==> src/hw/rv32e_consts.svh <==
//////////////////////////////////////////////////////////////////////
// shared constants for the RV32E system-instruction decode stage
// widths, CSR addresses, SYSTEM encodings and CSR reset values
//////////////////////////////////////////////////////////////////////

`ifndef RV32E_CONSTS_SVH
`define RV32E_CONSTS_SVH

// datapath width and register count
`define XLEN            32
// RV32E only has x0..x15
`define NUM_GPR         16

// machine CSR addresses
`define CSR_MSTATUS     12'h300
`define CSR_MTVEC       12'h305
`define CSR_MEPC        12'h341
`define CSR_MCAUSE      12'h342

// major opcode of ecall, mret and the csr ops
`define OPC_SYSTEM      7'b1110011

// funct3 codes inside SYSTEM
`define F3_PRIV         3'd0
`define F3_CSRRW        3'd1
`define F3_CSRRS        3'd2

// priv immediates, funct3 == 0
`define IMM_ECALL       12'h000
`define IMM_MRET        12'h302

// CSR reset values
// MPP = 2'b11, machine mode
`define MSTATUS_RST     32'h0000_1800
`define MCAUSE_RST      32'd11

// environment call from M-mode
`define CAUSE_ECALL_M   32'd11

`endif

==> src/hw/rv32e_pkg.sv <==
//////////////////////////////////////////////////////////////////////
// types shared by the decoder, register file, CSR file and top
//////////////////////////////////////////////////////////////////////

package rv32e_pkg;

    // decoded SYSTEM operation
    // op_none covers illegal instructions too
    typedef enum logic [2:0] {
        op_none  = 3'd0,
        op_ecall = 3'd1,
        op_mret  = 3'd2,
        op_csrrw = 3'd3,
        op_csrrs = 3'd4
    } sys_op_t;

    // general register index
    // 4 bits, x0..x15
    typedef logic [3:0] gpr_addr_t;

    // raw 12-bit csr field of the instruction
    typedef logic [11:0] csr_addr_t;

    // slot inside the csr storage array
    // one slot per implemented machine CSR
    typedef enum logic [1:0] {
        idx_mstatus = 2'd0,
        idx_mtvec   = 2'd1,
        idx_mepc    = 2'd2,
        idx_mcause  = 2'd3
    } csr_idx_t;

endpackage

==> src/hw/sys_decoder.sv <==
//////////////////////////////////////////////////////////////////////
// sys_decoder: combinational SYSTEM decode
// op, register fields, csr field and illegal flag
//////////////////////////////////////////////////////////////////////

`include "rv32e_consts.svh"

module sys_decoder (
    input  logic [`XLEN-1:0]      inst,
    output rv32e_pkg::sys_op_t    op,
    output rv32e_pkg::csr_addr_t  csr_addr,
    output rv32e_pkg::gpr_addr_t  rs1,
    output rv32e_pkg::gpr_addr_t  rd,
    output logic                  dec_illegal
);

    import rv32e_pkg::*;

    // instruction fields
    logic [6:0]  opcode;
    logic [2:0]  funct3;
    logic [4:0]  rs1_f;
    logic [4:0]  rd_f;
    logic [11:0] imm;

    // I-type layout, shared by all SYSTEM forms
    assign opcode = inst[6:0];
    assign rd_f   = inst[11:7];
    assign funct3 = inst[14:12];
    assign rs1_f  = inst[19:15];
    assign imm    = inst[31:20];

    // register indices trimmed to RV32E width
    // bit 4 is checked below
    assign rs1 = rs1_f[3:0];
    assign rd  = rd_f[3:0];

    // csr field goes out as is
    // the CSR file decides whether it exists
    assign csr_addr = imm;

    always_comb begin
        op          = op_none;
        dec_illegal = 1'b0;

        if (opcode != `OPC_SYSTEM) begin
            // only SYSTEM is handled here
            dec_illegal = 1'b1;
        end else begin
            case (funct3)
                `F3_PRIV: begin
                    // priv group, told apart by the immediate
                    if (imm == `IMM_ECALL) begin
                        op = op_ecall;
                    end else if (imm == `IMM_MRET) begin
                        op = op_mret;
                    end else begin
                        // wfi, ebreak, sret etc not supported
                        dec_illegal = 1'b1;
                    end
                end
                `F3_CSRRW: begin
                    op = op_csrrw;
                end
                `F3_CSRRS: begin
                    op = op_csrrs;
                end
                default: begin
                    // csrrc and the immediate forms
                    dec_illegal = 1'b1;
                end
            endcase
        end

        // x16..x31 do not exist in RV32E
        if (rs1_f[4] || rd_f[4]) begin
            dec_illegal = 1'b1;
        end

        // illegal never carries an op
        if (dec_illegal) begin
            op = op_none;
        end
    end

endmodule

==> src/hw/gpr_file.sv <==
//////////////////////////////////////////////////////////////////////
// gpr_file: RV32E general registers, one read and one write port
//////////////////////////////////////////////////////////////////////

`include "rv32e_consts.svh"

module gpr_file (
    input  logic                  clk,
    input  logic                  rst,
    input  rv32e_pkg::gpr_addr_t  rs1,
    output logic [`XLEN-1:0]      rs1_data,
    input  logic                  wen,
    input  rv32e_pkg::gpr_addr_t  waddr,
    input  logic [`XLEN-1:0]      wdata
);

    import rv32e_pkg::*;

    // x1..x15, no storage for x0
    logic [`XLEN-1:0] regs [1:`NUM_GPR-1];

    // write from the later stage
    always_ff @(posedge clk) begin
        if (rst) begin
            // whole file clears on reset
            for (int i = 1; i < `NUM_GPR; i++) begin
                regs[i] <= '0;
            end
        end else if (wen && (waddr != gpr_addr_t'(0))) begin
            // writes to x0 fall through here
            regs[waddr] <= wdata;
        end
    end

    // async read
    // same-edge write shows up the next cycle
    always_comb begin
        if (rs1 == gpr_addr_t'(0)) begin
            // x0 hardwired to zero
            rs1_data = '0;
        end else begin
            rs1_data = regs[rs1];
        end
    end

endmodule

==> src/hw/csr_file.sv <==
//////////////////////////////////////////////////////////////////////
// csr_file: mstatus, mtvec, mepc, mcause storage
// address decode, write data, ecall update and trap target
//////////////////////////////////////////////////////////////////////

`include "rv32e_consts.svh"

module csr_file (
    input  logic                  clk,
    input  logic                  rst,
    input  logic                  wr,
    input  rv32e_pkg::sys_op_t    op,
    input  rv32e_pkg::csr_addr_t  csr_addr,
    input  logic [`XLEN-1:0]      rs1_data,
    input  logic [`XLEN-1:0]      pc,
    output logic [`XLEN-1:0]      csr_rdata,
    output logic                  csr_miss,
    output logic [`XLEN-1:0]      trap_target
);

    import rv32e_pkg::*;

    // one word per implemented CSR, indexed by csr_idx_t
    logic [`XLEN-1:0] csr_reg [4];

    csr_idx_t         idx;
    logic [`XLEN-1:0] csr_wdata;

    // 12-bit address to storage slot
    always_comb begin
        idx      = idx_mstatus;
        csr_miss = 1'b0;
        case (csr_addr)
            `CSR_MSTATUS: begin
                idx = idx_mstatus;
            end
            `CSR_MTVEC: begin
                idx = idx_mtvec;
            end
            `CSR_MEPC: begin
                idx = idx_mepc;
            end
            `CSR_MCAUSE: begin
                idx = idx_mcause;
            end
            default: begin
                // not implemented, top decides if it matters
                csr_miss = 1'b1;
            end
        endcase
    end

    // old value, goes back to rd
    assign csr_rdata = csr_reg[idx];

    // new value for csrrw / csrrs
    // csrrs with x0 rewrites the old value
    always_comb begin
        if (op == op_csrrs) begin
            csr_wdata = csr_rdata | rs1_data;
        end else begin
            csr_wdata = rs1_data;
        end
    end

    always_ff @(posedge clk) begin
        if (rst) begin
            csr_reg[idx_mstatus] <= `MSTATUS_RST;
            csr_reg[idx_mtvec]   <= '0;
            csr_reg[idx_mepc]    <= '0;
            csr_reg[idx_mcause]  <= `MCAUSE_RST;
        end else if (wr) begin
            case (op)
                op_csrrw, op_csrrs: begin
                    csr_reg[idx] <= csr_wdata;
                end
                op_ecall: begin
                    // trap entry: save pc and cause together
                    csr_reg[idx_mepc]   <= pc;
                    csr_reg[idx_mcause] <= `CAUSE_ECALL_M;
                end
                default: begin
                    // mret only redirects, no state change
                end
            endcase
        end
    end

    // redirect target
    // ecall jumps to the handler, mret returns to mepc
    always_comb begin
        if (op == op_ecall) begin
            trap_target = csr_reg[idx_mtvec];
        end else begin
            trap_target = csr_reg[idx_mepc];
        end
    end

endmodule

==> src/hw/sys_idu.sv <==
//////////////////////////////////////////////////////////////////////
// sys_idu: SYSTEM part of the RV32E decode stage
// decoder, gpr file, csr file and the one-cycle output stage
//////////////////////////////////////////////////////////////////////

`include "rv32e_consts.svh"

module sys_idu (
    input  logic                  clk,
    input  logic                  rst,
    // instruction strobe from fetch
    input  logic                  inst_valid,
    input  logic [`XLEN-1:0]      inst,
    input  logic [`XLEN-1:0]      pc,
    // register writeback from the later stage
    input  logic                  wb_en,
    input  rv32e_pkg::gpr_addr_t  wb_addr,
    input  logic [`XLEN-1:0]      wb_data,
    // results, one cycle after inst_valid
    output logic                  out_valid,
    output logic                  illegal,
    output logic                  rd_wen,
    output rv32e_pkg::gpr_addr_t  rd_addr,
    output logic [`XLEN-1:0]      rd_data,
    output logic                  redirect,
    output logic [`XLEN-1:0]      redirect_pc
);

    import rv32e_pkg::*;

    // decoder outputs
    sys_op_t   op;
    csr_addr_t csr_addr;
    gpr_addr_t rs1;
    gpr_addr_t rd;
    logic      dec_illegal;

    // register and csr reads
    logic [`XLEN-1:0] rs1_data;
    logic [`XLEN-1:0] csr_rdata;
    logic [`XLEN-1:0] trap_target;
    logic             csr_miss;

    // legality and qualified strobes
    logic csr_op;
    logic trap_op;
    logic legal;
    logic csr_wr;

    sys_decoder u_dec (
        .inst        (inst),
        .op          (op),
        .csr_addr    (csr_addr),
        .rs1         (rs1),
        .rd          (rd),
        .dec_illegal (dec_illegal)
    );

    gpr_file u_gpr (
        .clk      (clk),
        .rst      (rst),
        .rs1      (rs1),
        .rs1_data (rs1_data),
        .wen      (wb_en),
        .waddr    (wb_addr),
        .wdata    (wb_data)
    );

    csr_file u_csr (
        .clk         (clk),
        .rst         (rst),
        .wr          (csr_wr),
        .op          (op),
        .csr_addr    (csr_addr),
        .rs1_data    (rs1_data),
        .pc          (pc),
        .csr_rdata   (csr_rdata),
        .csr_miss    (csr_miss),
        .trap_target (trap_target)
    );

    assign csr_op  = (op == op_csrrw) || (op == op_csrrs);
    assign trap_op = (op == op_ecall) || (op == op_mret);

    // csr address only matters for the csr ops
    // ecall/mret put their immediate in that field
    assign legal = !dec_illegal && !(csr_op && csr_miss);

    // illegal instructions never touch CSR state
    assign csr_wr = inst_valid && legal;

    // control part of the output stage
    always_ff @(posedge clk) begin
        if (rst) begin
            out_valid <= 1'b0;
            illegal   <= 1'b0;
            rd_wen    <= 1'b0;
            redirect  <= 1'b0;
        end else begin
            out_valid <= inst_valid;
            illegal   <= inst_valid && !legal;
            // no writeback request for rd == x0
            rd_wen    <= csr_wr && csr_op && (rd != gpr_addr_t'(0));
            redirect  <= csr_wr && trap_op;
        end
    end

    // payload, only meaningful with the flags above
    always_ff @(posedge clk) begin
        if (inst_valid) begin
            rd_addr     <= rd;
            rd_data     <= csr_rdata;
            redirect_pc <= trap_target;
        end
    end

endmodule

==> config.mk <==
export PLATFORM = sky130hd
export DESIGN_NAME = sys_idu
export DESIGN_NICKNAME = d
export VERILOG_FILES = /design/src/hw/rv32e_pkg.sv /design/src/hw/sys_decoder.sv /design/src/hw/gpr_file.sv /design/src/hw/csr_file.sv /design/src/hw/sys_idu.sv
export VERILOG_INCLUDE_DIRS = /design/src /design/src/hw
export SDC_FILE = /design/constraint.sdc
export NUM_CORES = 1
export LEC_CHECK = 0
export BUFFER_PORTS_ARGS = -buffer_cell sky130_fd_sc_hd__buf_2
export CAP_MARGIN = 25
export CORE_MARGIN = 2
export CORE_UTILIZATION = 42
export CTS_CLUSTER_SIZE = 40
export DETAILED_ROUTE_END_ITERATION = 10
export HOLD_SLACK_MARGIN = 0.03
export SYNTH_ARGS = -nofsm -noshare
export SYNTH_HDL_FRONTEND = slang
export SYNTH_HIERARCHICAL = 1
export SYNTH_SLANG_ARGS = --single-unit
export TNS_END_PERCENT = 1
==> constraint.sdc <==
create_clock -name clk -period 9 [get_ports clk]
set_clock_uncertainty 0.2 [all_clocks]
set_input_delay 1.8 -clock clk [delete_from_list [all_inputs] [get_ports clk]]
set_output_delay 1.8 -clock clk [all_outputs]
set_load 0.01 [all_outputs]
==> flow_metrics.env <==
export IMPL_grt_pass1_wl_mm=130
export IMPL_yosysSeqAreaShare_pct=64.0
export IMPL_max_slew_margin_pct=33.4
export IMPL_slowest_delay_ns=0.74
export IMPL_cp_top_family="simple AND/OR/NAND/NOR gates"
export IMPL_start_kind="input pin"
export IMPL_syn2layout_area_growth_pct=12.8
export IMPL_worstPathCellList="buf_2 > buf_4 > and3_1 > a41oi_1 > nor3_1 > nor2_1 > a311oi_1 > and2_1 > nand2b_1 > a21oi_2 > nand3_2 > buf_4 > nand2b_2"
export IMPL_fmax_ghz=0.173
export IMPL_postSynthCellCount=2291
export IMPL_final_cell_mix="edfxtp_1 (677), and2_1 (482), a21oi_1 (196)"
export IMPL_hp_class="reg2reg"
export IMPL_dieArea_um2=78200
export IMPL_cts_hold_buf=0
export IMPL_syn_num_nets=2395
export IMPL_viasPerCell=5.81
export IMPL_multi_input_area_um2=10600
export IMPL_drive_gt1_share_pct=21.0
export IMPL_ctsHtreeMaxLevel=3
export IMPL_yosysTopAreaCell="edfxtp_1"
export IMPL_grt_pass1_vias=19835
export IMPL_postCtsSetupRepairBufs=0
export IMPL_cts_tree="done"
export IMPL_ioPinCount=176
export IMPL_drtPass1Iterations=5
export IMPL_worst_pin_slew_ns=0.999
export IMPL_ys_ff_latch=681
export IMPL_placed_area_um2=33600
export IMPL_path_buf_inv=3
export IMPL_port_buffer_count=175
export IMPL_cp_common_cell="buf_4"
export IMPL_worstSetupPathType="in2reg"
export IMPL_path_clk_slew_ns=0.06
export IMPL_drtAntennaViolNets=0
export IMPL_grtUsageTotal_pct=22.5
export IMPL_crit_path_end_kind="flop"
export IMPL_post_cts_resize_count=0
export IMPL_cts_buffer_depth=3
export IMPL_fin_crit_sh_pct=64.1
export IMPL_fp_coreArea_um2=75600
export IMPL_peakVddDrop_uv=155
export IMPL_dpl_hpwl_mm=51.0
export IMPL_async_reset_ff_share_pct=0
export IMPL_p_leak_nw=13.1
export IMPL_setup_tns_ns=0
export IMPL_globalplace_congestion=0.791
export IMPL_routed_wl_mm=88.9
export IMPL_largest_reg_flops=481
export IMPL_drc=0
export IMPL_final_common_cell="edfxtp_1"
export IMPL_final_nets=2488
export IMPL_antenna_found_initial=8
export IMPL_overflow=0
export IMPL_post_drt_wl_per_cell_um=26.0
export IMPL_drt_iter0_markers=2079
export IMPL_grt_max_degree=71
export IMPL_rows=101
export IMPL_drv_slew=0
export IMPL_initial_core_util_pct=42.2
export IMPL_report_final_hold_viol_count=0
export IMPL_setup_viol=0
export IMPL_clock_latency_ns=0.61
export IMPL_rsz0062_at_grt="false"
export IMPL_dp_slack_ns=2.50
export IMPL_syn_area_um2=31900
export IMPL_cpMaxStageDelayCell="nor3_1"
export IMPL_arrival_ns=5.79
export IMPL_fin_ws_ns=3.23
export IMPL_synth_cell_types=65
export IMPL_die_width_um=280
export IMPL_vias=19858
export IMPL_status="finished clean"
export IMPL_synthFlopType="edfxtp_1"
export IMPL_die_h_um=280
export IMPL_required_ns=9.02
export IMPL_syn_avg_cell_area_um2=13.9
export IMPL_path_max_fanout=61
export IMPL_final_area_um2=36000
export IMPL_synth_area_leaders="edfxtp_1 (64%), and2_1 (9.5%), mux4_2 (4.5%)"
export IMPL_cts_sinks=681
export IMPL_cts_root_buf="clkbuf_16"
export IMPL_ys_warn_count=6
export IMPL_layout_area_seq_um2=20400
export IMPL_synth_edf_count=677
export IMPL_n_fill_cell=6573
export IMPL_drv_cap=0
export IMPL_yosysTopAreaCellShare_pct=63.7
export IMPL_p_per_area_nw_per_um2=201
export IMPL_cts_buffers=74
export IMPL_min_period_ns=5.77
-- cells in the mapped netlist, types with 6 or more instances --
| cell | number |
|---|---|
| a21o_1 | 58 |
| a21oi_1 | 196 |
| a221o_1 | 32 |
| a22o_1 | 26 |
| a22oi_1 | 31 |
| and2_1 | 482 |
| and3_1 | 33 |
| buf_2 | 34 |
| buf_4 | 36 |
| clkbuf_1 | 141 |
| edfxtp_1 | 677 |
| mux2_2 | 60 |
| mux2i_1 | 94 |
| mux4_2 | 64 |
| nand2_1 | 36 |
| nand2b_1 | 9 |
| nand3b_1 | 67 |
| nor2_1 | 20 |
| nor3_1 | 6 |
| o21ai_0 | 48 |
| o21ai_1 | 18 |
| o22ai_1 | 33 |
| o2bb2ai_1 | 6 |
| or2_2 | 15 |
-- layout make-up --
type / count / share of cell area [%]
Sequential cell: 681 / 56.7
Tap cell: 978 / 3.40
Antenna cell: 1 / 0.00695
Clock inverter: 32 / 0.709
Inverter: 4 / 0.0417
Multi-Input combinational cell: 1388 / 29.3
Clock buffer: 100 / 5.80
Timing Repair Buffer: 235 / 4.03
-- stage by stage --
| stage | hold slack [ns] | utilization (%) | total power, W | instances |
|---|---|---|---|---|
| floorplan | 0.320 | - | 0.00410 | 2291 |
| global placement | 0.353 | 44.3 | 0.00432 | 3278 |
| detailed placement | 0.358 | 44.5 | 0.00435 | 3285 |
| CTS | 0.377 | 47.6 | 0.00730 | 3417 |
| global route | 0.409 | 47.6 | 0.00747 | 3418 |
| finish | 0.377 | 47.6 | 0.00724 | 3419 |
-- cell families after synthesis --
group                     count (synthesis)  share of synthesized area, %
muxes                                   221                          9.73
buffers and inverters                   222                          3.23
xor gates and xnor gates                  2                        0.0549
AOI/OAI and AO/OA                       463                          9.16
DFF                                     681                          64.0
and+or+nand+nor                         701                          13.8
other                                     1                        0.0118
-- worst register-to-register path: stages, from the launching register on --
cell	delay [ns]
edfxtp_1	0.35
mux4_2	0.48
mux2i_1	0.31
a21oi_1	0.32
a21o_1	0.27
o22ai_1	0.30
o21ai_0	0.16
-- report_power, final --
group	leakage, nW	internal (W)	switching (W)	total, W
Combinational	5.35	0.000208	0.000371	0.000579
Sequential	6.56	0.00366	0.0000493	0.00370
Clock	1.15	0.00174	0.00122	0.00296
-- routing by layer --
layer	wire length, µm	part of all wire (%)	vias up	global-route usage (%)
li1	-	-	8766	-
met1	38100	43	10098	31.2
met2	42500	48	861	37.2
met3	6460	7.3	127	3.67
met4	1710	1.9	6	5.21
met5	32	0.036	-	0
-- path summary, 6_finish.rpt --
kind	depth (start not counted)	slack [ns]	end	start
min reg2reg	1	0.38	rd_data[3]$_DFFE_PP_	u_csr/csr_reg[0][3]$_SDFFCE_PN0P_
min	1	0.38	rd_data[3]$_DFFE_PP_	u_csr/csr_reg[0][3]$_SDFFCE_PN0P_
max	13	3.23	u_csr/csr_reg[1][14]$_SDFFCE_PN0P_	inst[21]
max reg2reg	6	6.35	u_csr/csr_reg[2][25]$_DFFE_PP_	u_gpr/regs[7][25]$_SDFFCE_PN0P_
Note: power is estimated with default switching activity, not from simulation.
